$ cat src/l2CachePkg.sv
// shared widths, ring and DDR encodings and cache geometry, imported by the cache RTL and its testbench
package l2CachePkg;

	// ring message fields
	localparam int addrWidth = 32;
	localparam int tileWidth = 128;
	localparam int seqWidth = 16;
	localparam int opmWidth = 16;

	// cache geometry, direct mapped
	localparam int tileOffsetBits = 4;
	localparam int tagWidth = addrWidth - tileOffsetBits;
	localparam int indexBits = 8;
	localparam int lineCount = 1 << indexBits;

	// low opm byte; OK codes keep a zero low nibble for the requester id
	typedef enum logic [7:0] {
		IDLE = 8'h00,
		LDX  = 8'h97,
		STX  = 8'hA7,
		OKLD = 8'h60,
		OKST = 8'h70
	} ringOpT;

	typedef enum logic [1:0] {REQ_NONE, REQ_LOAD, REQ_STORE} reqKindT;

	typedef enum logic [4:0] {
		OPM_READY   = 5'h00,
		OPM_RD_TILE = 5'h11,
		OPM_WR_TILE = 5'h12
	} ddrOpmT;

	typedef enum logic [1:0] {OK_READY = 2'd0, OK_OK = 2'd1, OK_HOLD = 2'd2} ddrOkT;

	// RAM window, top two bits clear and the next six not all zero
	function automatic logic ramWindow(input logic [addrWidth-1:0] addr);
		return (addr[31:30] == 2'b00) && (addr[29:24] != 6'h00);
	endfunction

	// fold the next index-sized slice of the tile address onto the low one
	function automatic logic [indexBits-1:0] indexHash(input logic [tagWidth-1:0] tag);
		return tag[indexBits-1:0] ^ tag[2*indexBits-1:indexBits];
	endfunction

endpackage

$ cat src/lineControl.sv
// stage 2 of the tile cache: hit and miss decision, store update and write port arbitration
`timescale 1ns/1ps

module lineControl
	import l2CachePkg::*;
(
	input  logic                 clock,
	input  logic                 reset,
	input  reqKindT              reqKind,
	input  logic [tagWidth-1:0]  reqTag,
	input  logic [indexBits-1:0] reqIndex,
	input  logic [tileWidth-1:0] reqData,
	input  logic [tagWidth-1:0]  lineTag,
	input  logic [tileWidth-1:0] lineData,
	input  logic                 lineDirty,
	input  logic                 lineValid,
	input  logic                 fillWrite,
	input  logic [indexBits-1:0] fillIndex,
	input  logic [tagWidth-1:0]  fillTag,
	input  logic [tileWidth-1:0] fillData,
	input  logic                 engineBusy,
	output logic                 writeEnable,
	output logic [indexBits-1:0] writeIndex,
	output logic [tagWidth-1:0]  writeTag,
	output logic [tileWidth-1:0] writeData,
	output logic                 writeDirty,
	output logic                 writeValid,
	output logic                 missStart,
	output logic                 missLoad,
	output logic                 respond,
	output logic [tileWidth-1:0] respData
);
	logic [indexBits-1:0] lastWriteIndex;
	logic lastWriteValid;
	logic pendingLoad;
	logic isLoad;
	logic isStore;
	logic tagMatch;
	logic victimDirty;
	logic hazard;
	logic engineClash;
	logic hit;
	logic storeWrite;
	logic miss;

	assign isLoad = (reqKind == REQ_LOAD);
	assign isStore = (reqKind == REQ_STORE);
	assign tagMatch = lineValid && (lineTag == reqTag);
	assign victimDirty = lineValid && lineDirty;

	// read data is stale when the same line was written one cycle ago
	assign hazard = lastWriteValid && (reqIndex == lastWriteIndex);
	// line under write-back or fill belongs to the engine
	assign engineClash = engineBusy && (reqIndex == fillIndex);

	assign hit = isLoad && tagMatch && !hazard;
	// a clean or invalid line takes the store without a fetch
	assign storeWrite = isStore && (tagMatch || !victimDirty) && !hazard
		&& !engineClash && !fillWrite;
	assign miss = (isLoad && !tagMatch) || (isStore && !tagMatch && victimDirty);

	assign missStart = miss && !hazard && !engineBusy;
	assign missLoad = isLoad;
	assign respond = hit || storeWrite;
	assign respData = lineData;

	// fill has priority on the write port
	assign writeEnable = fillWrite || storeWrite;
	assign writeIndex = fillWrite ? fillIndex : reqIndex;
	assign writeTag = fillWrite ? fillTag : reqTag;
	assign writeData = fillWrite ? fillData : reqData;
	assign writeDirty = !fillWrite;
	assign writeValid = fillWrite ? pendingLoad : 1'b1;

	always_ff @(posedge clock)
	begin
		if (reset)
			lastWriteValid <= 1'b0;
		else
			lastWriteValid <= writeEnable;
	end

	always_ff @(posedge clock)
	begin
		lastWriteIndex <= writeIndex;
		// store-only write-back leaves the line invalid
		if (missStart)
			pendingLoad <= missLoad;
	end

endmodule

$ cat config.mk
export PLATFORM = sky130hd
export DESIGN_NAME = lineControl
export DESIGN_NICKNAME = d
export VERILOG_FILES = /design/src/l2CachePkg.sv /design/src/lineControl.sv
export SDC_FILE = /design/constraint.sdc
export NUM_CORES = 1
export LEC_CHECK = 0
export ABC_AREA = 1
export BUFFER_PORTS_ARGS = -buffer_cell sky130_fd_sc_hd__buf_2
export CORE_AREA = 8 8 299 301
export DETAILED_ROUTE_END_ITERATION = 8
export DIE_AREA = 0 0 307 309
export PLACE_DENSITY = 0.34
export SYNTH_ARGS = -nofsm -noshare
export SYNTH_HDL_FRONTEND = slang
export SYNTH_SLANG_ARGS = --single-unit
$ cat constraint.sdc
create_clock -name clock -period 1.1 [get_ports clock]
set_input_delay 0.165 -clock clock [delete_from_list [all_inputs] [get_ports clock]]
set_output_delay 0.165 -clock clock [all_outputs]
set_load 0.005 [all_outputs]
==> summary.txt <==
Synth
  • Area contributors post-synth: nand2_1, buf_4, inv_1
  • Ys Warns: 0
  • Most frequent cell after synthesis: nand2_1
  • Synthesized flop and latch total: 10
  • Post-synth EDFFs: 1
  • Async S/R FF share, synth: 0%
  • Post-synth cell types: 27
  • Mapped Avg Cell Area: 4.73 um2
  • Mapped Cells: 863
  • Register area share after synthesis: 5.15%
  • Synth top area share: 48.8%
  • Top_reg_cell synth: dfxtp_1
  • Synth area leader: nand2_1
  • Synthesized Nets: 1355
  • Most frequent cells after synthesis: nand2_1, buf_4, inv_1, buf_2, o21ai_0
  • Synth Cell Area: 4080 um2

STA
  • Max Fclk: 0.612 GHz
  • Final min period: 1.63 ns
  • Setup ws final: -0.533 ns
  • Fin. Hold Viols: 0
  • RSZ-0062 raised after global routing: true
  • Final setup vio count: 167
  • Worst clock skew: 0.00391 ns
  • Fin crit share: 148%
  • Worst relative slew slack: 79.8%
  • Max Slew Vio Count: 0
  • Slew @ Worst Pin: 0.302 ns

Critical path
  • Critical path class: reg2out
  • Worst path required time: 0.94 ns
  • CP max FO: 2
  • WP data arrival: 1.47 ns
  • Worst setup EP type: primary output
  • Largest delay share family, worst path: simple AND/OR/NAND/NOR gates
  • Flop2flop setup slack: -0.37 ns
  • WP buf/inv: 2
  • Crit path largest cell delay: 0.31 ns
  • Max stage delay cell, worst path: dfxtp_2
  • Cell chain of the critical path: or2_0 > nand3_1 > nor2_2 > nand3_2 > buf_4 > and3_4 > buf_6
  • Setup crit start kind: flip-flop

Finish
  • Final Cell Area: 12400 um2
  • Filler Cell Count: 9805
  • Area of the multi-input gates: 4740 um2
  • Ratio of cells with drive above 1 in the final layout: 79.2%
  • Area added between synthesis and finish: 204%
  • FF/Latch Area: 215 um2
  • Nets: 1865

Pwr
  • Worst vdd ir: 383 uV
  • PD cells: 513 nW/um2
  • Pleak: 6.62 nW
  • Total power: 6.37 mW

Status
  • Failing checks: negative setup slack
  • Outcome: finished, violations left

Global routing
  • Largest net degree at the start of global routing: 12
  • Total GRT Usage: 10.4%
  • Vias in the first global route: 7718
  • First-pass GRT wire length: 67.0 mm
  • Overflow after GRT: 0
  • Initial antenna violation count: 7

Placement
  • Placer Congestion: 0.809
  • DP Area: 7720 um2
  • Dpl hpwl: 42.2 mm
  • # port buffers: 533

Floorplan
  • Die Width: 307 um
  • Initial Util: 4.83%
  • Row cnt: 107
  • Die area: 94900 um2
  • Core ar.: 84600 um2
  • Die Height: 309 um
  • Top Ports: 790

Clocking
  • CTS tree: built
  • CTS Hold Bufs: 0
  • CTS Sinks: 10
  • Clock Tree Buf Depth: 2
  • H-tree levels: 1
  • CTS root buffer: clkbuf_16
  • Worst-path clk slew: 0.04 ns
  • Total CTS buffers: 3
  • Clock Latency Late Sink: 0.25 ns

Drt
  • 1st-pass router iterations: 4
  • Final WL: 53.0 mm
  • Vias: 7159
  • Initial DRC count: 253
  • Via-to-Cell Ratio: 2.84
  • Post-route ant nets: 0
  • WL/cell: 21.0 um
  • DRC: 0

Worst hold path
  • HP Class: in2reg

Flow run
  • Max Cap Viol: 0
## what timing repair did
item,CTS,global route
resized for setup,697,287
setup endpoints to repair,167,170
setup buffers,53,11
pin swaps,100,66
gates cloned,37,1
## logic make-up after synthesis
group | Yosys count | share of synthesized area [%]
compound gates | 38 | 4.96
xor+xnor | 10 | 2.15
buf+inv | 237 | 34.4
flops | 10 | 5.15
simple gates | 568 | 53.4
## worst register-to-register path, delay by kind of cell (launching register included)
family	cells	cell delay, ns
and+or+nand+nor	5	0.64
DFF	1	0.31
buffers and inverters	2	0.29
## per-layer routing
metal | routed length [um] | GRT usage [%] | up-vias | share of wire [%]
met2 | 23900 | 16.9 | 436 | 45
li1 | - | - | 3454 | -
met5 | 0 | 0 | - | 0
met4 | 1640 | 2.51 | 0 | 3.1
met3 | 6780 | 5.87 | 86 | 13
met1 | 20600 | 11.7 | 3183 | 39
## power by group
group | switching, mW | internal, mW
sequential | 0.0146 | 0.401
combinational | 2.62 | 2.65
clock | 0.198 | 0.488
total | 2.83 | 3.54
## layout by cell type (no fill, tap or decap), drive strengths merged, types with 5 or more instances in the layout
master	Yosys	layout
clkbuf	11	6
nand3	5	5
o21ai	33	33
dfxtp	9	9
buf	154	667
inv	72	72
xnor2	6	6
nor2	23	23
nand2	533	533
## through the flow
step | setup WS (ns) | TNS (ns) | util, % | cells | hold WS (ns)
after floorplan | -0.0654 | -0.127 | - | 863 | 0.227
after global placement | -0.870 | -30.32 | 9.12 | 2438 | 0.330
after detailed placement | -0.828 | -30.22 | 9.12 | 2438 | 0.330
after CTS | -0.511 | -36.09 | 13.7 | 2527 | 0.137
after global routing | -0.625 | -35.04 | 14.7 | 2518 | 0.132
final | -0.533 | -26.74 | 14.7 | 2520 | 0.134
## final timing paths
check,startpoint,cells past startpoint,endpoint
max,lastWriteIndex[0],7,missStart
min,reset,2,lastWriteValid
max reg2reg,lastWriteIndex[0],7,pendingLoad
min reg2reg,lastWriteIndex[6],7,pendingLoad
## sequential cells by signal, summed over array words and instances (netlist names)
register	count
pendingLoad	1
lastWriteValid	1
lastWriteIndex	8
## cell type report
cell class,count,area share (%)
repair buffers,669,45.3
inverters,72,2.39
repair inverters,1,0.161
clock buffers,4,0.635
well taps,1144,11.5
diodes,4,0.0806
multi-input cells,616,38.2
flip-flops and latches,10,1.73
(Power assumes the default switching activity.)
