`config.mk`:
```
export PLATFORM = sky130hd
export DESIGN_NAME = ringRequestDecode
export DESIGN_NICKNAME = d
export VERILOG_FILES = /design/src/l2CachePkg.sv /design/src/ringRequestDecode.sv
export SDC_FILE = /design/constraint.sdc
export NUM_CORES = 1
export LEC_CHECK = 0
export BUFFER_PORTS_ARGS = -buffer_cell sky130_fd_sc_hd__clkbuf_2
export CORE_AREA = 2 2 166 168
export DETAILED_ROUTE_END_ITERATION = 8
export DIE_AREA = 0 0 168 170
export PLACE_DENSITY_LB_ADDON = 0.1
export SYNTH_ARGS = -nofsm -noshare
export SYNTH_HDL_FRONTEND = slang
export SYNTH_SLANG_ARGS = --single-unit
export TNS_END_PERCENT = 5
```
`constraint.sdc`:
```
create_clock -name clock -period 3.06 [get_ports clock]
set_clock_uncertainty 0.15 [all_clocks]
set_input_delay 0.918 -clock clock [delete_from_list [all_inputs] [get_ports clock]]
set_output_delay 0.918 -clock clock [all_outputs]
set_load 0.01 [all_outputs]
```
`src/l2CachePkg.sv`:
```
// shared widths, ring and DDR encodings and cache geometry, imported by the cache RTL and its testbench
package l2CachePkg;

	// ring message fields
	localparam int addrWidth = 32;
	localparam int tileWidth = 128;
	localparam int seqWidth = 16;
	localparam int opmWidth = 16;

	// cache geometry, direct mapped
	localparam int tileOffsetBits = 4;
	localparam int tagWidth = addrWidth - tileOffsetBits;
	localparam int indexBits = 8;
	localparam int lineCount = 1 << indexBits;

	// low opm byte; OK codes keep a zero low nibble for the requester id
	typedef enum logic [7:0] {
		IDLE = 8'h00,
		LDX  = 8'h97,
		STX  = 8'hA7,
		OKLD = 8'h60,
		OKST = 8'h70
	} ringOpT;

	typedef enum logic [1:0] {REQ_NONE, REQ_LOAD, REQ_STORE} reqKindT;

	typedef enum logic [4:0] {
		OPM_READY   = 5'h00,
		OPM_RD_TILE = 5'h11,
		OPM_WR_TILE = 5'h12
	} ddrOpmT;

	typedef enum logic [1:0] {OK_READY = 2'd0, OK_OK = 2'd1, OK_HOLD = 2'd2} ddrOkT;

	// RAM window, top two bits clear and the next six not all zero
	function automatic logic ramWindow(input logic [addrWidth-1:0] addr);
		return (addr[31:30] == 2'b00) && (addr[29:24] != 6'h00);
	endfunction

	// fold the next index-sized slice of the tile address onto the low one
	function automatic logic [indexBits-1:0] indexHash(input logic [tagWidth-1:0] tag);
		return tag[indexBits-1:0] ^ tag[2*indexBits-1:indexBits];
	endfunction

endpackage

```
`src/ringRequestDecode.sv`:
```
// stage 1 of the tile cache: classifies ring messages, hashes the index and registers stage 2
`timescale 1ns/1ps

module ringRequestDecode
	import l2CachePkg::*;
(
	input  logic                 clock,
	input  logic [seqWidth-1:0]  ringSeqIn,
	input  logic [opmWidth-1:0]  ringOpmIn,
	input  logic [addrWidth-1:0] ringAddrIn,
	input  logic [tileWidth-1:0] ringDataIn,
	output logic [indexBits-1:0] readIndex,
	output logic [seqWidth-1:0]  reqSeq,
	output logic [opmWidth-1:0]  reqOpm,
	output logic [addrWidth-1:0] reqAddr,
	output logic [tileWidth-1:0] reqData,
	output logic [tagWidth-1:0]  reqTag,
	output logic [indexBits-1:0] reqIndex,
	output reqKindT              reqKind
);
	logic [tagWidth-1:0] inTag;
	logic inRam;
	reqKindT inKind;

	assign inTag = ringAddrIn[addrWidth-1:tileOffsetBits];
	assign inRam = ramWindow(ringAddrIn);
	// store read starts now so the line meets the request in stage 2
	assign readIndex = indexHash(inTag);

	always_comb
	begin
		inKind = REQ_NONE;
		if (inRam && (ringOpmIn[7:0] == LDX))
			inKind = REQ_LOAD;
		else if (inRam && (ringOpmIn[7:0] == STX))
			inKind = REQ_STORE;
	end

	always_ff @(posedge clock)
	begin
		reqSeq <= ringSeqIn;
		reqOpm <= ringOpmIn;
		reqAddr <= ringAddrIn;
		reqData <= ringDataIn;
		reqTag <= inTag;
		reqIndex <= readIndex;
		reqKind <= inKind;
	end

endmodule

```
==> impl_results.md, run 1 <==
- Status: complete, no violations
- WL/cell: about 14 µm
- Count of final setup violators: 0
- Count of input and output buffers: 430
- Placed cell area: 6770 µm²
- Share of cells above drive strength 1: 0.678
- Worst setup SP type: input pin
- Ant. Diodes: 0
- CTS Hold Bufs: 0
- Setup TNS: 0 ps
- Post-route DRC: 0
- Starting density of the core: 0.165
- RePlAce Congestion: ~0.76
- Hold Path Depth: 1
- CTS HTree Levels: 1
- Die area: roughly 29,000 µm²
- Die Width: approximately 170 µm
- Final Hold Fails: 0
- Critical path required time: 1990 ps
- Avg Synthesized Cell Area: roughly 18 µm²
- Fin util: 0.282
- VDD IR-drop max: between 300 and 400 µV
- DRT Pass-1 Iters: 2
- Final Cell Area: about 7500 µm²
- Antenna Nets Post-Route: 0
- Netlist cell types: 8
- Unrepaired setup endpoints after global routing: no
- Seq. cell area: around 4000 µm²
- Post-Place Worst Slack: around 580 ps
- Mapped Nets: ~440
- Final Cycle Share: 0.811
- Gr ovfl total: 0
- Clock period minus worst slack: 2480 ps
- Core ar.: between 20,000 and 30,000 µm²
- Setup WS post-layout: 579 ps
- CTS max path bufs: 3
- Seq/Total Area, Yosys: 0.918
- Slew headroom: 0.737
- FP Rows: 60
- Yosys top cell area share: 0.918
- Hold slack: between 300 and 400 ps
- Lkg Pwr: roughly 3.9 nW
- Syn-to-layout area delta: 70.9%
- Initial DRC Count: 64
- Number of synthesized register bits: 202
- Final nets: roughly 870
- Initial antenna violation count: 0
- Clk sink count: about 200
- First-pass GRT wire length: roughly 20 mm
- Largest net degree at the start of global routing: 13
- Tot GR Track Use: 0.0902
- Fillers: approximately 2,800
- Hold worst-path end: reqData[119]$_DFF_P_
- Cell Pwr Density: between 700 and 800 nW/µm²
- Hold Crit Start: ringDataIn[119]
- Avg Vias per Cell: 3.28
- Clock transition at path regs: 60 ps
- Post-cts resize count: 0
- Synth top area cells: dfxtp_1 (92%), buf_4 (4.8%), xor2_1 (1.6%)
- Worst-margin pin slew: roughly 390 ps
- Critical Path End Type: output port
- HPWL after DPL: between 10 and 15 mm
- Final Max Slew Viols: 0
- Worst Hold Class: input pin to flip-flop
- CP arrival: about 1400 ps
- Total CTS buffers: 23
- Maxcap violations: 0
- Crit Path Class: input pin to output port
- Multi-input gate area: about 150 µm²
- Post-synth top area cell: dfxtp_1
- Die Y-Extent: between 150 and 200 µm
- Via count: about 3,400
- Ports: 431
- Crit-path max FO: 2
- Post-CTS Setup Inserts: 0
- Ys Warns: 0
- Root Buffer: clkbuf_16
- Total wire length: 14.0 mm
- Number of global-route vias before repair: 3,524
- Synth Cell Area: 4410 µm²
- CTS tree: built
- Post-synthesis cell count: 246
- Maximum operating frequency: approximately 0.40 GHz
## flip-flops by register name (all words and copies together), names as in the netlist
name and cells:
reqAddr 5, reqData 128, reqOpm 16, reqTag 27, reqSeq 16, reqKind 2, reqIndex 8
## layout make-up
| cell class | count | share of cell area |
|---|---|---|
| repair buffers | 430 | 0.286 |
| well taps | 341 | 0.0567 |
| clock buffers | 37 | 0.0927 |
| flip-flops and latches | 202 | 0.537 |
| clock inverters | 4 | 0.00748 |
| multi-input cells | 16 | 0.0201 |
## how the worst max path moves through the flow
stage | to | slack (ps) | cells after the start | startpoint
floorplan | readIndex[0] | 830 | 1 | ringAddrIn[12]
global placement | readIndex[2] | 610 | 3 | ringAddrIn[14]
detailed placement | readIndex[2] | 580 | 3 | ringAddrIn[6]
CTS | readIndex[6] | 580 | 3 | ringAddrIn[18]
global route | readIndex[6] | 510 | 3 | ringAddrIn[18]
finish | readIndex[6] | 580 | 3 | ringAddrIn[18]
## report_power, final
| part | total, mW | internal (mW) | switching (mW) |
|---|---|---|---|
| clock network | 2.67 | 1.64 | 1.03 |
| registers | 2.82 | 2.78 | 0.0438 |
| logic | 0.412 | 0.203 | 0.209 |
| total | 5.90 | 4.62 | 1.28 |
## through the flow
stage,std cells,power [mW]
finish,1030,5.90
global route,1030,6.17
CTS,1030,6.04
floorplan,246,3.01
global placement,989,3.31
detailed placement,989,3.31
## cells in the mapped netlist (all sizes together)
library cell	number
dfxtp	202
buf	28
xor2	8
a2111oi	2
nand2b	2
nand4bb	2
nor2	1
nor4	1
## metal layers
| layer | vias to the layer above | part of all wire | GRT usage |
|---|---|---|---|
| met4 | 0 | 0.036 | 0.0389 |
| met3 | 24 | 0.14 | 0.0514 |
| li1 | 1604 | - | - |
| met2 | 262 | 0.56 | 0.182 |
| met1 | 1484 | 0.27 | 0.0674 |
| met5 | - | 0 | 0 |
## cell families (layout without fill, tap and decap cells)
logic type	Yosys count	count (layout)	share of synthesized area
flip-flops	202	202	0.918
buffers and inverters	28	471	0.0477
XOR/XNOR	8	8	0.0159
AND/OR/NAND/NOR	6	6	0.0116
AO/OA/AOI/OAI	2	2	0.00682
## worst max-delay path, stage by stage
cell	delay, ps
clkbuf_2	90
xor2_1	220
clkbuf_2	180
## layout by cell type, fill, tap and decap left out
cell	count
nand2b_1	2
clkbuf_16	23
dfxtp_1	202
xor2_1	8
clkbuf_1	7
inv_6	2
clkbuf_8	7
nor4_2	1
bufinv_16	1
clkinv_4	1
clkbuf_2	430
nand4bb_1	2
nor2_1	1
a2111oi_2	2
(Power assumes the default switching activity.)
==> inputs of run 2 (changes only) <==
Clock period 3.06 ns to 2.2 ns, I/O delays scaled along.
==> run 2 against run 1 <==
Critical path depth unchanged. Worst hold slack lost 260 ps. Die area unchanged. Setup slack worse by 330 ps. Utilization shrank 0.15 points. Cell count fell by 0.19%.
==> impl_results.md, run 2 (synthesized netlist as in run 1, its figures left out) <==
- Antenna Nets Post-Route: 0 (unchanged)
- Worst-margin pin slew: 369 ps (-23.2 ps)
- Lkg Pwr: 3.89 nW (-0.38%)
- Largest net degree at the start of global routing: 13 (unchanged)
- Ports: 431 (unchanged)
- Cells along the critical path: clkbuf_2 -> xor2_1 -> clkbuf_2
- Count of input and output buffers: 430 (unchanged)
- Final nets: 866 (unchanged)
- Post-CTS Setup Inserts: 0 (unchanged)
- CTS max path bufs: 3 (unchanged)
- Most frequent cells in the layout: clkbuf_2 (430), dfxtp_1 (202), clkbuf_16 (23), xor2_1 (8), clkbuf_8 (6)
- Avg Vias per Cell: 3.29 (+0.31%)
- Max reg flops: 128 (unchanged)
- Core ar.: 26,700 µm² (unchanged)
- Placed cell area: 6770 µm² (unchanged)
- Root Buffer: clkbuf_16
- Starting density of the core: 0.165 (unchanged)
- Top cell by count, worst path: clkbuf_2
- Post-route DRC: 0 (unchanged)
- Top cell family by delay on the critical path: buffers and inverters
- RePlAce Congestion: 0.758 (about the same)
- FP Rows: 60 (unchanged)
- Cell Pwr Density: 1070 nW/µm² (+37%)
- Worst path max stage delay: 190 ps (-30 ps)
- Biggest regs: reqData (128), reqTag (27)
- Final Cell Area: 7490 µm² (-0.53%)
- Clk sink count: 202 (unchanged)
- First-pass GRT wire length: 19.7 mm (+1.1%)
- Ant. Diodes: 0 (unchanged)
- Final Hold Fails: 0 (unchanged)
- Die Width: 168 µm (unchanged)
- Post-cts resize count: 0 (unchanged)
- Critical path required time: 1390 ps (-600 ps)
- Most common cell after layout, fill and taps aside: clkbuf_2
- CP Buf/Inv Count: 2 (unchanged)
- CTS Hold Bufs: 0 (unchanged)
- Fillers: 2,808 (+0.071%)
- Total CTS buffers: 23 (unchanged)
- CTS tree: built
- Final Max Slew Viols: 0 (unchanged)
- CTS HTree Levels: 1 (unchanged)
- Setup TNS: 0 ps (unchanged)
- CP arrival: 1140 ps (-270 ps)
- HPWL after DPL: 11.8 mm (+0.75%)
- Seq. cell area: 4040 µm² (unchanged)
- Die Y-Extent: 170 µm (unchanged)
- Count of final setup violators: 0 (unchanged)
- Maximum operating frequency: slightly above 0.5 GHz
- Die area: 28,600 µm² (unchanged)
- Gr ovfl total: 0 (unchanged)
- Share of cells above drive strength 1: 0.683 (+0.00488)
- Clock period minus worst slack: a little under 2000 ps
- Tot GR Track Use: 0.0913 (+0.00110)
- Clock transition at path regs: 60 ps (about the same)
- Maxcap violations: 0 (unchanged)
- Crit-path max FO: 2 (unchanged)
- Number of global-route vias before repair: 3,469 (-1.6%)
- VDD IR-drop max: 580 µV (+49%)
- Syn-to-layout area delta: 70.0%
- Critical Path End Type: output port
- Final Cycle Share: 0.886
- Worst setup SP type: input pin
- Worst Hold Class: input pin to flip-flop
- Via count: 3,378 (+0.12%)
- Total power: 8.04 mW (+36%)
- Unrepaired setup endpoints after global routing: no
- Crit Path Class: input pin to output port
- Initial antenna violation count: 0 (unchanged)
- Status: complete, no violations
- DRT Pass-1 Iters: 4 (+2)
- Total wire length: 14.1 mm (+1.0%)
- Slew headroom: 0.752 (+0.0156)
- Slowest library cell on the worst path: xor2_1
- WL/cell: 13.8 µm (+1.2%)
- Multi-input gate area: 151 µm² (unchanged)
- Initial DRC Count: 42 (-34%)
- Largest Register: reqData
==> run 2: cell types whose count changed in the layout (fill, tap and decap cells not counted), sizes merged <==
cell and change:
bufinv -1, clkinvlp +1, inv -1, clkbuf -5, clkinv +4
==> run 2: stage by stage <==
stage,setup slack [ps],cells,util,hold slack [ps]
detailed placement,239,989,0.254,614
global placement,264,989,0.254,613
floorplan,488,246,-,538
CTS,239,1028,0.281,64.8
finish,251,1028,0.281,99.4
global route,186,1028,0.281,67.1
==> run 2: report_power, final <==
part           switching, mW  leakage (nW)  internal [mW]
logic                  0.292          1.83          0.282
registers             0.0618          1.70           3.86
clock network           1.43         0.355           2.11
==> run 2: cell type report <==
type | count | share of cell area
clock inverters | 7 | 0.00602
multi-input cells | 16 | 0.0202
well taps | 341 | 0.0570
repair buffers | 430 | 0.287
flip-flops and latches | 202 | 0.540
clock buffers | 32 | 0.0894
==> run 2: worst paths after layout <==
check / startpoint / to / cells past startpoint
setup / recovery: ringAddrIn[14] / readIndex[2] / 3
hold / removal: ringDataIn[24] / reqData[24]$_DFF_P_ / 1
==> run 2: routing by layer <==
metal  routed length, µm  track usage  vias to the layer above  share of wire
met1                3910       0.0715                     1483           0.28
li1                    -            -                     1599              -
met4                 629       0.0450                        0          0.044
met2                7700        0.181                      264           0.54
met5                   0            0                        -              0
met3                1910       0.0486                       32           0.14
