==> src/l2CachePkg.sv <==
// shared widths, ring and DDR encodings and cache geometry, imported by the cache RTL and its testbench
package l2CachePkg;

	// ring message fields
	localparam int addrWidth = 32;
	localparam int tileWidth = 128;
	localparam int seqWidth = 16;
	localparam int opmWidth = 16;

	// cache geometry, direct mapped
	localparam int tileOffsetBits = 4;
	localparam int tagWidth = addrWidth - tileOffsetBits;
	localparam int indexBits = 8;
	localparam int lineCount = 1 << indexBits;

	// low opm byte; OK codes keep a zero low nibble for the requester id
	typedef enum logic [7:0] {
		IDLE = 8'h00,
		LDX  = 8'h97,
		STX  = 8'hA7,
		OKLD = 8'h60,
		OKST = 8'h70
	} ringOpT;

	typedef enum logic [1:0] {REQ_NONE, REQ_LOAD, REQ_STORE} reqKindT;

	typedef enum logic [4:0] {
		OPM_READY   = 5'h00,
		OPM_RD_TILE = 5'h11,
		OPM_WR_TILE = 5'h12
	} ddrOpmT;

	typedef enum logic [1:0] {OK_READY = 2'd0, OK_OK = 2'd1, OK_HOLD = 2'd2} ddrOkT;

	// RAM window, top two bits clear and the next six not all zero
	function automatic logic ramWindow(input logic [addrWidth-1:0] addr);
		return (addr[31:30] == 2'b00) && (addr[29:24] != 6'h00);
	endfunction

	// fold the next index-sized slice of the tile address onto the low one
	function automatic logic [indexBits-1:0] indexHash(input logic [tagWidth-1:0] tag);
		return tag[indexBits-1:0] ^ tag[2*indexBits-1:indexBits];
	endfunction

endpackage

==> src/tileFetchEngine.sv <==
// DDR engine that writes back a dirty victim and fetches the missed tile for the tile cache
`timescale 1ns/1ps

module tileFetchEngine
	import l2CachePkg::*;
(
	input  logic                 clock,
	input  logic                 reset,
	input  logic                 missStart,
	input  logic                 missLoad,
	input  logic [indexBits-1:0] missIndex,
	input  logic [tagWidth-1:0]  missTag,
	input  logic [tagWidth-1:0]  victimTag,
	input  logic [tileWidth-1:0] victimData,
	input  logic                 victimDirty,
	output logic                 engineBusy,
	output logic                 fillWrite,
	output logic [indexBits-1:0] fillIndex,
	output logic [tagWidth-1:0]  fillTag,
	output logic [tileWidth-1:0] fillData,
	output logic [addrWidth-1:0] ddrAddr,
	output ddrOpmT               ddrOpm,
	output logic [tileWidth-1:0] ddrDataOut,
	input  logic [tileWidth-1:0] ddrDataIn,
	input  ddrOkT                ddrOk
);
	typedef enum logic [2:0] {idle, writeBack, writeWait, read, readWait, fill} engineStateT;

	engineStateT state;
	logic loadQ;
	logic [indexBits-1:0] indexQ;
	logic [tagWidth-1:0] tagQ;
	logic [tileWidth-1:0] tileQ;
	logic accept;

	assign accept = missStart && (state == idle);
	assign engineBusy = (state != idle);
	assign fillWrite = (state == fill);
	assign fillIndex = indexQ;
	assign fillTag = tagQ;
	assign fillData = tileQ;

	always_ff @(posedge clock)
	begin
		if (reset)
		begin
			state <= idle;
			ddrOpm <= OPM_READY;
		end
		else
		begin
			case (state)
				idle:
					if (missStart)
						state <= victimDirty ? writeBack : read;
				// commands go out only on a READY memory
				writeBack:
					if (ddrOk == OK_READY)
					begin
						ddrOpm <= OPM_WR_TILE;
						state <= writeWait;
					end
				writeWait:
					if (ddrOk == OK_OK)
					begin
						ddrOpm <= OPM_READY;
						state <= loadQ ? read : fill;
					end
				read:
					if (ddrOk == OK_READY)
					begin
						ddrOpm <= OPM_RD_TILE;
						state <= readWait;
					end
				readWait:
					if (ddrOk == OK_OK)
					begin
						ddrOpm <= OPM_READY;
						state <= fill;
					end
				default:
					state <= idle;
			endcase
		end
	end

	// miss latch and DDR address and data
	always_ff @(posedge clock)
	begin
		if (accept)
		begin
			loadQ <= missLoad;
			indexQ <= missIndex;
			tagQ <= missTag;
			ddrAddr <= victimDirty ? {victimTag, {tileOffsetBits{1'b0}}}
				: {missTag, {tileOffsetBits{1'b0}}};
			ddrDataOut <= victimData;
		end
		else if ((state == writeWait) && (ddrOk == OK_OK))
			ddrAddr <= {tagQ, {tileOffsetBits{1'b0}}};
		if ((state == readWait) && (ddrOk == OK_OK))
			tileQ <= ddrDataIn;
	end

endmodule

==> config.mk <==
export PLATFORM = sky130hd
export DESIGN_NAME = tileFetchEngine
export DESIGN_NICKNAME = d
export VERILOG_FILES = /design/src/l2CachePkg.sv /design/src/tileFetchEngine.sv
export SDC_FILE = /design/constraint.sdc
export NUM_CORES = 1
export LEC_CHECK = 0
export ABC_AREA = 1
export BUFFER_PORTS_ARGS = -buffer_cell sky130_fd_sc_hd__clkbuf_2
export CAP_MARGIN = 5
export CORE_AREA = 8 8 250 252
export DETAILED_ROUTE_END_ITERATION = 16
export DIE_AREA = 0 0 258 260
export PLACE_DENSITY = 0.52
export SETUP_SLACK_MARGIN = 0.3
export SLEW_MARGIN = 20
export SYNTH_ARGS = -nofsm -noshare
export SYNTH_HDL_FRONTEND = slang
export SYNTH_SLANG_ARGS = --single-unit
export TNS_END_PERCENT = 30
==> constraint.sdc <==
create_clock -name clock -period 9.3 [get_ports clock]
set_input_delay 0 -clock clock [delete_from_list [all_inputs] [get_ports clock]]
set_output_delay 0 -clock clock [all_outputs]
set_load 0.02 [all_outputs]
==> results by group, run 1 <==
Clock network
  • Worst-Skew Late Latency: 0.54 ns
  • H-Tree Level Count: 2
  • Maximum buffer depth of the clock tree: 3
  • Hold_buf cts: 324
  • TritonCTS buffer count: 38
  • CTS tree: yes
  • Clock-pin slew on the worst setup and hold paths: 0.06 ns
  • # resized after CTS: 0
  • Num Clock Sinks: 327
  • Post-CTS Setup Bufs: 0
  • CTS Root Cell: clkbuf_16

Timing
  • Final Cycle Share: 28.7%
  • Final Max Tran Viols: 0
  • Final hold vios: 0
  • Slew HR: 29.8%
  • Setup Skew: 0.0159 ns
  • Minimum clock period: 2.67 ns
  • Setup TNS: 0 ns
  • Unrepaired setup endpoints after global routing: no
  • Worst Setup Slack, final: 6.63 ns
  • Final setup violation count: 0
  • Worst-margin pin slew: 1.05 ns
  • Fmax: 0.374 GHz

Power
  • Power Density: 234 nW/um2
  • Max VDD drop: 0.177 mV
  • Final Power: 4.56 mW
  • Lkg Pwr: 8.28 nW

Worst setup path
  • Worst Path Class, Setup: reg -> reg
  • R2R Setup Slk: 6.63 ns
  • WP data required: 9.45 ns
  • Max FO, Critical Path: 77
  • CP arrival: 2.82 ns
  • Kind of cell adding the most delay to the critical path: buffers and inverters
  • CP cell instances: nor2_4 > nand2_1 > nor2_4 > buf_4 > buf_4
  • CP Capture Type: register
  • WP buf/inv: 2
  • Startpoint types: register
  • CP max stage delay: 0.82 ns
  • Crit path from: state[1]
  • Slowest-stage cell, CP: buf_4
  • Reg2reg start: state[1]

Place
  • Pre-CTS setup slack: 6.61 ns
  • Number of port buffers: 651
  • DP HPWL: 33.6 mm
  • Cell Area, Placed: 15100 um2
  • GPL Wtd Cong: 0.782

Global route
  • Global route overflow: 0
  • Number of global-route vias before repair: 9756
  • Global Route Usage Sum: 12.8%
  • Antenna violations before repair: 6
  • Pin count of the biggest net entering global routing: 78
  • First-pass GRT wire length: 64.0 mm

Die
  • I/O pin count: 658
  • Die Y: 260 um
  • Core Box Area: 58500 um2
  • Die area: 67100 um2
  • Starting Density: 18.7%
  • FP Rows: 89
  • DIE WIDTH: 258 um

Cells and area
  • Nets: 1893
  • Cell area after layout: 19400 um2
  • Area grow syn2layout: 78.4%
  • Most frequent cells in the layout: clkbuf_2, dlygate4sd3_1, edfxtp_1, nand2_1, clkbuf_16
  • Most common cell after layout, fill and taps aside: clkbuf_2
  • Share of layout cells above drive strength 1: 46.4%

Logic synthesis
  • FF+latch count, synth: 327
  • Synth cell types: 23
  • Seq/Total Area, Yosys: 89.5%
  • FFs w/ async S/R, synth: 0%
  • Number of flops mapped to enable cells by yosys: 321
  • Synth Cell Area: 10900 um2
  • Post-Synthesis Cells: 557
  • Yosys warning count: 0
  • Main synth FF type: edfxtp_1
  • Syn Area/Cell: 19.6 um2

Detailed routing
  • Initial DRC count: 304
  • Vias after detailed routing: 8643
  • Vias per cell: 3.65
  • Post-Route WL: 45.3 mm
  • Detail Route Antenna Nets: 0
  • Drt first pass iters: 4
  • DRC viols: 0
  • Drt wl/cell: 19.1 um

Status
  • Status: completed

Min path
  • Hold Crit Class: in -> reg
  • Hold Startpoint: ddrOk[1]

Flow run
  • Max Cap Viol: 0
-- final timing paths --
kind              depth (start not counted)            to
hold / removal                            7      state[0]
setup / recovery                          5  fillData[40]
setup reg to reg                          5  fillData[40]
hold reg to reg                           2     ddrOpm[0]
-- logic make-up (layout without fill, tap and decap cells) --
group | Yosys count | count (layout) | share of synthesized area [%]
flip-flops | 327 | 327 | 89.5
other | 1 | 10 | 0.0344
AND/OR/NAND/NOR | 107 | 107 | 4.14
AO/OA/AOI/OAI | 63 | 63 | 3.48
buffers and inverters | 59 | 1088 | 2.85
-- layout make-up --
class	instances	area, um2
clock buffers	48	1010
diodes	4	10.0
multi-input cells	176	872
clock inverters	17	124
flip-flops and latches	327	9760
inverters	41	154
well taps	773	967
repair buffers	982	6550
fillers	5707	39000
-- flip-flops by register name (all words and copies together) (netlist names) --
name / count
ddrDataOut: 128
state: 3
ddrAddr: 28
ddrOpm: 3
loadQ: 1
fillIndex: 8
fillData: 128
fillTag: 28
-- synthesized netlist by cell type, types with 2 or more instances --
| master | count | area share (%) |
|---|---|---|
| nand2_1 | 74 | 2.5 |
| nor2_4 | 3 | 0.31 |
| buf_2 | 4 | 0.18 |
| o21ai_1 | 7 | 0.32 |
| buf_12 | 3 | 0.55 |
| nor2_1 | 18 | 0.62 |
| nand3_1 | 5 | 0.23 |
| o21ai_2 | 17 | 1.4 |
| o21ai_0 | 37 | 1.7 |
| nand2_2 | 4 | 0.23 |
| clkbuf_1 | 3 | 0.10 |
| dfxtp_1 | 6 | 1.1 |
| inv_2 | 3 | 0.10 |
| buf_4 | 6 | 0.41 |
| edfxtp_1 | 321 | 88 |
| a21oi_1 | 2 | 0.092 |
| inv_1 | 38 | 1.3 |
-- routing by layer --
| metal | share of wire, % | wire (um) | global-route usage, % |
|---|---|---|---|
| met5 | 0.077 | 35 | 0 |
| met4 | 4.4 | 1990 | 5.72 |
| met3 | 12 | 5650 | 6.72 |
| met2 | 49 | 22200 | 22.1 |
| met1 | 34 | 15400 | 12.8 |
-- report_power, final --
group	leakage (nW)	switching [mW]	internal [mW]
logic	4.70	0.772	0.351
clock network	0.551	0.584	0.797
registers	3.02	0.0983	1.96
-- metrics by stage --
step	instances	util (%)	hold slack [ns]
6_report	2368	33.3	0.0814
5_1_grt	2365	33.3	0.145
4_1_cts	2364	33.3	0.0317
3_5_place_dp	1975	25.8	0.179
3_3_place_gp	1975	25.8	0.177
2_1_floorplan	562	-	0.0691
-- tightest hold or removal path: cells and delay by family --
family / cells / cell delay (ns)
AND/OR/NAND/NOR: 6 / 0.50
buffers and inverters: 1 / 0.09
No activity file was read; power rests on OpenSTA's default activity.
==> run 2, diff against run 1 <==
--- a/config.mk
+++ b/config.mk
@@ -8,10 +8,10 @@
 export ABC_AREA = 1
 export BUFFER_PORTS_ARGS = -buffer_cell sky130_fd_sc_hd__clkbuf_2
 export CAP_MARGIN = 5
-export CORE_AREA = 8 8 250 252
+export CORE_AREA = 8 8 248 250
 export DETAILED_ROUTE_END_ITERATION = 16
-export DIE_AREA = 0 0 258 260
-export PLACE_DENSITY = 0.52
+export DIE_AREA = 0 0 256 258
+export PLACE_DENSITY = 0.54
 export SETUP_SLACK_MARGIN = 0.3
 export SLEW_MARGIN = 20
 export SYNTH_ARGS = -nofsm -noshare
==> constraint.sdc (replaced) <==
create_clock -name clock -period 2.2 [get_ports clock]
set_input_delay 0 -clock clock [delete_from_list [all_inputs] [get_ports clock]]
set_output_delay 0 -clock clock [all_outputs]
set_load 0.02 [all_outputs]
==> results by group, run 2 (synthesized netlist as in run 1, its figures left out) <==
Die
  • FP Rows: 88
  • Die area: 66000 um2
  • I/O pin count: 658
  • Core Box Area: 57400 um2
  • Starting Density: 19.0%
  • Die Y: 258 um
  • DIE WIDTH: 256 um

Detailed routing
  • Detail Route Antenna Nets: 0
  • Vias after detailed routing: 8721
  • Post-Route WL: 42.0 mm
  • Vias per cell: 3.68
  • Drt wl/cell: 17.7 um
  • DRC viols: 0
  • Drt first pass iters: 5
  • Initial DRC count: 479

Timing
  • Slew HR: 59.2%
  • Final Cycle Share: 78.9%
  • Worst Setup Slack, final: 0.464 ns
  • Unrepaired setup endpoints after global routing: no
  • Final setup violation count: 0
  • Final Max Tran Viols: 0
  • Setup Skew: 0.0151 ns
  • Final hold vios: 0
  • Worst-margin pin slew: 0.613 ns
  • Fmax: 0.576 GHz
  • Minimum clock period: 1.74 ns

Worst setup path
  • Max FO, Critical Path: 104
  • RR Endpoint: ddrDataOut[69]
  • Worst Reg-to-Reg Cells: 4
  • CP arrival: 1.90 ns
  • Startpoint types: register
  • Worst Path Class, Setup: reg -> reg
  • R2R Setup Slk: 0.46 ns
  • CP Capture Type: register
  • Reg2reg start: state[1]
  • Crit path from: state[1]
  • WP data required: 2.36 ns
  • Critical Path Sink: ddrDataOut[69]

Place
  • Post-Place Cells: 1972
  • DP HPWL: 30.2 mm
  • GPL Wtd Cong: 0.791
  • Number of port buffers: 651
  • Cell Area, Placed: 15200 um2
  • Pre-CTS setup slack: 0.326 ns

Cells and area
  • Most frequent cells in the layout: clkbuf_2, dlygate4sd3_1, edfxtp_1, nand2_1, clkbuf_16
  • Post-route insts no fill: 2368
  • Nets: 1898
  • Share of layout cells above drive strength 1: 46.6%
  • Area grow syn2layout: 80.0%
  • Core Util, Final: 34.2%
  • Cell area after layout: 19600 um2
  • Most common cell after layout, fill and taps aside: clkbuf_2

Global route
  • Busiest grt layer: met2
  • GR Util met2: 21.4%
  • Met3 Track Usage GR: 4.17%
  • M1 GR Usage: 12.4%
  • Number of global-route vias before repair: 9747
  • Antenna violations before repair: 4
  • Global route overflow: 0
  • Global Route Usage Sum: 11.9%
  • Pin count of the biggest net entering global routing: 105
  • First-pass GRT wire length: 60.8 mm

Power
  • Max VDD drop: 0.801 mV
  • Power Density: 993 nW/um2
  • Lkg Pwr: 8.35 nW
  • Final Power: 19.5 mW

Clock network
  • Worst-Skew Late Latency: 0.53 ns
  • CTS Root Cell: clkbuf_16
  • H-Tree Level Count: 2
  • # resized after CTS: 0
  • TritonCTS buffer count: 38
  • Num Clock Sinks: 327
  • Maximum buffer depth of the clock tree: 3
  • CTS tree: yes
  • Clock-pin slew on the worst setup and hold paths: 0.06 ns

Status
  • Status: completed

Flow run
  • Max Cap Viol: 0

Min path
  • Hold Crit Class: in -> reg
## run 2: worst max-delay path, stage by stage (launching register included)
cell     delay (ns)
dfxtp_1        0.36
nor2_4         0.16
nand2_4        0.09
nor2_4         0.20
buf_12         0.41
## run 2: routing by layer
metal	wire length, um	share of wire (%)
met4	1430	3.4
met5	0	0
met3	3420	8.1
met1	15500	37
met2	21700	52
## run 2: cell type report
class | instances | area (um2)
flip-flops and latches | 327 | 9760
repair buffers | 987 | 6700
clock inverters | 18 | 165
inverters | 41 | 154
well taps | 765 | 957
clock buffers | 50 | 1020
multi-input cells | 176 | 872
diodes | 4 | 10.0
fillers | 5459 | 37700
## run 2: what timing repair did
action                                  CTS  global route
setup buffers                             0             1
hold buffers                            323             0
endpoints found under the hold margin   327             0
endpoints found under the setup margin    0            17
## run 2: power by group
group          total, mW  internal (mW)  switching [mW]
sequential          8.63           8.26           0.376
clock               6.07           3.60            2.47
combinational       4.80           1.63            3.16
total               19.5           13.5            6.01
## run 2: per-stage QoR
step	TNS [ns]	hold WS (ns)
detailed placement	0	0.179
CTS	0	0.0491
global route	0	0.0866
global placement	0	0.177
floorplan	-417.01	0.0691
finish	0	0.103
## run 2: worst min-delay path by stage
stage,start,endpoint,cells after the start
finish,ddrOk[0],state[2],4
global route,ddrOk[0],state[2],4
CTS,ddrOk[0],state[2],4
detailed placement,victimData[13],ddrDataOut[13],1
global placement,victimData[39],ddrDataOut[39],1
floorplan,reset,state[2],1
