[src/l2CachePkg.sv]
// shared widths, ring and DDR encodings and cache geometry, imported by the cache RTL and its testbench
package l2CachePkg;

	// ring message fields
	localparam int addrWidth = 32;
	localparam int tileWidth = 128;
	localparam int seqWidth = 16;
	localparam int opmWidth = 16;

	// cache geometry, direct mapped
	localparam int tileOffsetBits = 4;
	localparam int tagWidth = addrWidth - tileOffsetBits;
	localparam int indexBits = 8;
	localparam int lineCount = 1 << indexBits;

	// low opm byte; OK codes keep a zero low nibble for the requester id
	typedef enum logic [7:0] {
		IDLE = 8'h00,
		LDX  = 8'h97,
		STX  = 8'hA7,
		OKLD = 8'h60,
		OKST = 8'h70
	} ringOpT;

	typedef enum logic [1:0] {REQ_NONE, REQ_LOAD, REQ_STORE} reqKindT;

	typedef enum logic [4:0] {
		OPM_READY   = 5'h00,
		OPM_RD_TILE = 5'h11,
		OPM_WR_TILE = 5'h12
	} ddrOpmT;

	typedef enum logic [1:0] {OK_READY = 2'd0, OK_OK = 2'd1, OK_HOLD = 2'd2} ddrOkT;

	// RAM window, top two bits clear and the next six not all zero
	function automatic logic ramWindow(input logic [addrWidth-1:0] addr);
		return (addr[31:30] == 2'b00) && (addr[29:24] != 6'h00);
	endfunction

	// fold the next index-sized slice of the tile address onto the low one
	function automatic logic [indexBits-1:0] indexHash(input logic [tagWidth-1:0] tag);
		return tag[indexBits-1:0] ^ tag[2*indexBits-1:indexBits];
	endfunction

endpackage

[src/ringResponse.sv]
// stages 3 and out of the tile cache: forms the OK answer or passes the message unchanged
`timescale 1ns/1ps

module ringResponse
	import l2CachePkg::*;
(
	input  logic                 clock,
	input  logic                 reset,
	input  logic [seqWidth-1:0]  reqSeq,
	input  logic [opmWidth-1:0]  reqOpm,
	input  logic [addrWidth-1:0] reqAddr,
	input  logic [tileWidth-1:0] reqData,
	input  reqKindT              reqKind,
	input  logic                 respond,
	input  logic [tileWidth-1:0] respData,
	output logic [seqWidth-1:0]  ringSeqOut,
	output logic [opmWidth-1:0]  ringOpmOut,
	output logic [addrWidth-1:0] ringAddrOut,
	output logic [tileWidth-1:0] ringDataOut
);
	logic [seqWidth-1:0] s3Seq;
	logic [opmWidth-1:0] s3Opm;
	logic [addrWidth-1:0] s3Addr;
	logic [tileWidth-1:0] s3Data;
	ringOpT okCode;
	logic [opmWidth-1:0] okOpm;

	assign okCode = (reqKind == REQ_LOAD) ? OKLD : OKST;
	// keep the high byte, requester id from bits 11:8 goes to the low nibble
	assign okOpm = {reqOpm[15:8], okCode[7:4], reqOpm[11:8]};

	always_ff @(posedge clock)
	begin
		if (reset)
		begin
			s3Opm <= '0;
			ringOpmOut <= '0;
		end
		else
		begin
			s3Opm <= respond ? okOpm : reqOpm;
			ringOpmOut <= s3Opm;
		end
	end

	always_ff @(posedge clock)
	begin
		s3Seq <= reqSeq;
		s3Addr <= reqAddr;
		s3Data <= (respond && (reqKind == REQ_LOAD)) ? respData : reqData;
		ringSeqOut <= s3Seq;
		ringAddrOut <= s3Addr;
		ringDataOut <= s3Data;
	end

endmodule

[config.mk]
export PLATFORM = sky130hd
export DESIGN_NAME = ringResponse
export DESIGN_NICKNAME = d
export VERILOG_FILES = /design/src/l2CachePkg.sv /design/src/ringResponse.sv
export SDC_FILE = /design/constraint.sdc
export NUM_CORES = 1
export LEC_CHECK = 0
export BUFFER_PORTS_ARGS = -buffer_cell sky130_fd_sc_hd__buf_2
export CORE_AREA = 2 2 203 205
export DETAILED_ROUTE_END_ITERATION = 8
export DIE_AREA = 0 0 205 207
export PLACE_DENSITY = 0.57
export SYNTH_ARGS = -nofsm -noshare
export SYNTH_HDL_FRONTEND = slang
export SYNTH_SLANG_ARGS = --single-unit
[constraint.sdc]
create_clock -name clock -period 1.65 [get_ports clock]
set_clock_uncertainty 0.2 [all_clocks]
set_input_delay 0.165 -clock clock [delete_from_list [all_inputs] [get_ports clock]]
set_output_delay 0.165 -clock clock [all_outputs]
set_load 0.01 [all_outputs]
==> results of run 1 <==
routing by layer:
layer	global-route usage [%]	vias up	part of all wire, %	wire [µm]
met5	0	-	0	0
met1	12.3	3474	36	10200
met4	5.76	0	3.6	1030
li1	-	3661	-	-
met3	4.14	68	6.9	1960
met2	24.8	288	54	15300
cell usage in the layout, fill, tap and decap left out, types with 2 or more instances in the layout:
cell type / instances
dlygate4sd3_1: 337
clkbuf_8: 9
buf_4: 14
dfxtp_1: 384
bufinv_16: 2
mux2_4: 100
clkinv_2: 5
nor2b_1: 24
nor2_1: 8
mux2i_1: 4
inv_6: 2
buf_12: 5
clkbuf_1: 8
clkbuf_16: 41
mux2_2: 28
buf_2: 515
how the worst min path moves through the flow:
stage                               to  slack, ps         from
floorplan            s3Addr[0]$_DFF_P_         -7   reqAddr[0]
CTS                 s3Addr[16]$_DFF_P_         20  reqAddr[16]
global placement    s3Addr[13]$_DFF_P_         70  reqAddr[13]
global route        s3Addr[17]$_DFF_P_         40  reqAddr[17]
detailed placement    s3Seq[7]$_DFF_P_         70    reqSeq[7]
finish               s3Seq[10]$_DFF_P_         70   reqSeq[10]
per-stage QoR:
stage	utilization, %	power [mW]	setup WS [ps]	area [µm²]
after floorplan	-	10.8	295	9940
after global routing	44.3	21.8	44.1	17900
after global placement	32.7	11.7	176	13200
after detailed placement	32.7	11.7	157	13200
final	44.3	21.0	51.9	17900
after CTS	44.3	21.2	85.2	17900
timing repair:
action / CTS / global route
setup endpoints to repair: 0 / 2
hold endpoints to repair: 208 / 0
hold buffers: 337 / 0
resized for setup: 0 / 1
registers in the layout, indices dropped and copies added, names as in the netlist:
| name | cells |
|---|---|
| s3Seq | 16 |
| s3Data | 128 |
| ringAddrOut | 32 |
| s3Opm | 16 |
| ringOpmOut | 16 |
| ringDataOut | 128 |
| s3Addr | 32 |
| ringSeqOut | 16 |
cell type report:
| type | instances | area [µm²] |
|---|---|---|
| sequential | 384 | 7690 |
| inverter | 1 | 3.75 |
| tap | 532 | 666 |
| clock buffer | 58 | 1180 |
| fill | 3620 | 22500 |
| timing repair buffer | 872 | 6160 |
| multi-input combinational | 167 | 2070 |
| clock inverter | 11 | 119 |
cells by family (layout without fill, tap and decap cells):
logic type / Yosys count / in the layout / share of synthesized area, %
buf+inv: 19 / 942 / 1.75
flops: 384 / 384 / 77.4
simple gates: 34 / 34 / 2.09
mux: 132 / 132 / 18.7
compound gates: 1 / 1 / 0.101
power groups by stage:
| stage | registers (mW) | logic [mW] | clock network (mW) |
|---|---|---|---|
| after floorplan | 10.4 | 0.448 | 0 |
| after global placement | 10.2 | 1.41 | 0 |
| after detailed placement | 10.3 | 1.43 | 0 |
| after CTS | 10.1 | 2.13 | 9.04 |
| after global routing | 10.1 | 2.29 | 9.41 |
| final | 10.1 | 2.15 | 8.77 |
==> impl_metrics.py, run 1 <==
metrics = {
    "final_layout": {
        "fin_cells": 2025,
        "area_growth_pct": 80.1,
        "nets": 1790,
        "layout-drive-gt1-share_pct": 48.6,
        "antennaDiodeCount": 0,
    },
    "routing": {
        "routedWlPerCell_um": 14.1,
        "vias": 7491,
        "drc": 0,
        "firstDrtPassIters": 4,
        "vias_per_cell": 3.70,
        "routed_wl_um": 28500,
        "drtAntennaViolNets": 0,
        "drt_iter0_markers": 168,
    },
    "placement": {
        "gp_congestion": 0.828,
        "dpl.cell_count": 1619,
        "dpl.hpwl_um": 19300,
        "portBuffers": 516,
    },
    "logic_synthesis": {
        "syn-num-nets": 895,
        "netlist.area_leader.share_pct": 77.4,
        "synth_ff_type": "dfxtp_1",
        "synth_warnings": 0,
        "yosysTopAreaCell": "dfxtp_1",
        "syn_area_mm2": 0.00994,
        "synth_top_cells_by_count": "384 x dfxtp_1, 100 x mux2_4, 28 x mux2_2, 24 x nor2b_1, 13 x buf_6",
        "synth_edf_count": 0,
        "avgSynthCellArea_um2": 17.4,
        "synth_cells": 570,
        "synthArstFlopShare_pct": 0,
        "synth_top_cells_by_area": "dfxtp_1 77%, mux2_4 15%, mux2_2 3.2%",
        "ys_seq_elements": 384,
        "synth_most_common_cell": "dfxtp_1",
        "ys_seq_area_share_pct": 77.4,
        "ys_types": 14,
    },
    "global_route": {
        "grt_pass1_vias": 8129,
        "grt_max_degree": 35,
        "antenna_found_initial": 0,
        "grt_pass1_wl_um": 42000,
        "grt_overflow": 0,
        "grt_use_total_pct": 12.9,
    },
    "critical_path": {
        "path_delay_family": "buffers and inverters",
        "arrival_ps": 1870,
        "critPathMaxStageDelay_ps": 560,
        "crit_start": "reset",
        "crit_end": "s3Opm[7]$_SDFF_PP0_",
        "crit_buf_inv": 4,
        "required_ps": 1920,
        "crit_chain": "dlygate4sd3_1 -> clkbuf_4 -> buf_12 -> nor3b_1 -> dlygate4sd3_1",
        "cpMostUsedCell": "dlygate4sd3_1",
        "r2r-end": "ringOpmOut[12]$_SDFF_PP0_",
        "reg2reg_from": "s3Opm[12]$_SDFF_PP0_",
        "crit_cells": 5,
        "cp-start-kind": "input pin",
        "cp-end-kind": "flip-flop",
        "worstSetupPathType": "input pin to flip-flop",
        "path_max_fanout": 19,
        "crit_path_top_delay_cell": "dlygate4sd3_1",
        "reg2reg_slack_ps": 920,
        "ff2ff_path_depth": 1,
    },
    "job": {
        "drv_cap": 0,
    },
    "hold_path": {
        "whs_path_depth": 2,
        "holdCritPathClass": "input pin to flip-flop",
    },
    "timing": {
        "worst_pin_slew_ps": 286,
        "tns_ps": 0,
        "holdWs_ps": 72.2,
        "drv_slew": 0,
        "finalSetupViolations": 0,
        "fmaxAchievable_mhz": 626,
        "max_slew_margin_pct": 80.9,
        "hold_viol": 0,
        "post-route-period-util_pct": 96.9,
        "rsz0062_at_grt": "false",
        "finalCriticalPeriod_ps": 1600,
    },
    "floorplanning": {
        "core_area_mm2": 0.0404,
        "initial_core_util_pct": 24.6,
        "die_h_um": 207,
        "die_x_um": 205,
        "io_pins": 517,
        "dieArea_mm2": 0.0424,
        "rows": 74,
    },
    "power_and_ir_drop": {
        "power_frac_clock_pct": 41.8,
        "peakVddDrop_v": 0.000641,
        "seqPwrFrac_pct": 48.0,
        "p_leak_nw": 8.63,
        "net-switching-power_mw": 4.38,
        "p_per_area_mw_per_mm2": 1170,
        "switching_share_pct": 20.9,
        "p_int_mw": 16.6,
        "share_comb_of_total_power_pct": 10.2,
    },
    "clocking": {
        "clock_latency_ps": 530,
        "clock-root-buffer": "clkbuf_16",
        "post-cts-setup-buffers": 0,
        "clockBufferDepth": 3,
        "cts_buffers": 39,
        "cts_tree": "yes",
        "clock_sinks": 384,
        "ctsHtreeMaxLevel": 2,
        "clk_pin_slew_worst_paths_ps": 60,
    },
    "run_status": {
        "outcome": "complete, no violations",
    },
}
Power figures use the tool's default switching activity.
==> run 2, diff against run 1 <==
--- a/config.mk
+++ b/config.mk
@@ -7,9 +7,11 @@
 export LEC_CHECK = 0
 export BUFFER_PORTS_ARGS = -buffer_cell sky130_fd_sc_hd__buf_2
 export CORE_AREA = 2 2 203 205
+export CTS_CLUSTER_DIAMETER = 120
 export DETAILED_ROUTE_END_ITERATION = 8
 export DIE_AREA = 0 0 205 207
 export PLACE_DENSITY = 0.57
+export SETUP_SLACK_MARGIN = 0.4
 export SYNTH_ARGS = -nofsm -noshare
 export SYNTH_HDL_FRONTEND = slang
 export SYNTH_SLANG_ARGS = --single-unit
==> run 2 against run 1 <==
Effect of this change: the run now ends with negative hold slack left; final area up 5.4%; global-route usage is 0.80 points higher; die area stayed put; non-clock buffer count decreased by 13; via count rose by 0.92%; sequential power is essentially flat; first-iteration DRC count up 16%; final cell count fell by 0.59%; largest cell class unchanged; largest power group unchanged.
==> impl_metrics.py, run 2 (synthesis gave the netlist of run 1 again) <==
metrics = {
    "critical_path": {
        "worstSetupPathType": "flip-flop to output pin",
        "path_delay_family": "flip-flops",
        "cp-end-kind": "output pin",
        "crit_buf_inv": 1,
        "cp-start-kind": "flip-flop",
        "crit_path_top_delay_cell": "dfxtp_2",
        "crit_chain": "buf_6",
        "path_max_fanout": 1,
        "arrival_ps": 1010,
        "critPathMaxStageDelay_ps": 370,
        "required_ps": 1280,
    },
    "placement": {
        "dpl.hpwl_um": 18900,
        "portBuffers": 516,
        "gp_congestion": 0.789,
    },
    "routing": {
        "vias_per_cell": 3.76,
        "drc": 0,
        "routed_wl_um": 32000,
        "drtAntennaViolNets": 0,
        "vias": 7560,
        "firstDrtPassIters": 4,
        "routedWlPerCell_um": 15.9,
        "drt_iter0_markers": 195,
    },
    "final_layout": {
        "area_growth_pct": 89.8,
        "largestRegisters": "ringDataOut: 128 flops, s3Data: 128 flops",
        "fillers": 3362,
        "layout-drive-gt1-share_pct": 58.9,
        "final_common_cell": "buf_2",
        "final_cell_mix": "372 x buf_2, 323 x dlygate4sd3_1, 241 x dfxtp_1",
        "utilization_pct": 46.7,
        "nets": 1777,
        "antennaDiodeCount": 0,
    },
    "power_and_ir_drop": {
        "share_comb_of_total_power_pct": 10.9,
        "p_int_mw": 16.9,
        "net-switching-power_mw": 4.57,
        "p_per_area_mw_per_mm2": 1140,
        "peakVddDrop_v": 0.000779,
        "switching_share_pct": 21.3,
        "p_total_mw": 21.4,
        "p_leak_nw": 8.89,
        "power_frac_clock_pct": 41.6,
        "seqPwrFrac_pct": 47.5,
    },
    "timing": {
        "finalSetupViolations": 0,
        "drv_slew": 0,
        "rsz0062_at_grt": "true",
        "finalCriticalPeriod_ps": 1370,
        "max_slew_margin_pct": 62.7,
        "post-route-period-util_pct": 83.0,
        "hold_viol": 29,
        "worst_pin_slew_ps": 559,
        "fmaxAchievable_mhz": 730,
        "holdWs_ps": -86.4,
        "tns_ps": 0,
    },
    "run_status": {
        "violations": "negative hold slack",
        "outcome": "complete, but fails checks",
    },
    "floorplanning": {
        "die_x_um": 205,
        "rows": 74,
        "core_area_mm2": 0.0404,
        "io_pins": 517,
        "die_h_um": 207,
        "dieArea_mm2": 0.0424,
        "initial_core_util_pct": 24.6,
    },
    "clocking": {
        "cts_tree": "yes",
        "clk_pin_slew_worst_paths_ps": 60,
        "ctsHtreeMaxLevel": 2,
        "clock_latency_ps": 530,
        "cts_buffers": 39,
        "clock-root-buffer": "clkbuf_16",
        "clock_sinks": 384,
        "clockBufferDepth": 3,
        "post-cts-setup-buffers": 0,
    },
    "global_route": {
        "grt_max_degree": 33,
        "grt_pass1_wl_um": 44700,
        "antenna_found_initial": 0,
        "grt_overflow": 0,
        "grt_pass1_vias": 8387,
        "grt_use_total_pct": 13.7,
    },
    "job": {
        "drv_cap": 0,
    },
    "hold_path": {
        "holdCritPathClass": "input pin to flip-flop",
    },
}
==> run 2: cell count changes in the layout (fill, tap and decap cells not counted), moves of 6 or more <==
cell,before,now
mux2_4,100,106
dlygate4sd3_1,337,323
mux2_2,28,22
buf_6,0,144
dfxtp_2,0,143
dfxtp_1,384,241
buf_2,515,372
==> run 2: path summary, 6_finish.rpt <==
path / startpoint / end / slack (ps) / cells after the start
hold reg to reg: s3Addr[20]$_DFF_P_ / ringAddrOut[20]$_DFF_P_ / 130 / 0
setup reg to reg: s3Opm[15]$_SDFF_PP0_ / ringOpmOut[15]$_SDFF_PP0_ / 890 / 1
hold / removal: reset / s3Opm[3]$_SDFF_PP0_ / -90 / 2
setup / recovery: ringAddrOut[10]$_DFF_P_ / ringAddrOut[10] / 280 / 1
==> run 2: routing by layer <==
layer	global-route usage [%]	vias up	wire length [µm]
met3	5.41	74	3160
met1	13.5	3477	11300
li1	-	3632	-
met5	0	-	0
met2	25.4	377	16400
met4	5.33	0	1050
==> run 2: layout make-up <==
cell class                      instances  area [µm²]  share of cell area [%]
Clock buffer                           56        1150                    6.10
Inverter                                1        3.75                  0.0199
Clock inverter                         14         163                   0.862
Multi-Input combinational cell        167        2100                    11.1
Sequential cell                       384        7870                    41.7
Tap cell                              532         666                    3.53
Timing Repair Buffer                  859        6920                    36.7
==> run 2: timing repair <==
action / in CTS / in global routing
endpoints found under the setup margin: 192 / 199
resized for setup: 149 / 164
hold endpoints to repair: 208 / 32
hold buffers: 326 / 1
==> run 2: power by group through the flow <==
stage	sequential (mW)	clock [mW]	combinational [mW]
2_1_floorplan	10.4	0	0.482
3_3_place_gp	10.2	0	1.41
3_5_place_dp	10.3	0	1.43
4_1_cts	10.1	9.14	2.16
5_1_grt	10.2	9.59	2.48
6_report	10.2	8.92	2.34
==> run 2: metrics by stage <==
step           setup WS (ps)  instances  cell area, µm²
3_5_place_dp             140       1620           13200
4_1_cts                  235       2016           18300
2_1_floorplan            350        570           10100
6_report                 280       2013           18900
3_3_place_gp             157       1620           13200
5_1_grt                  231       2013           18900
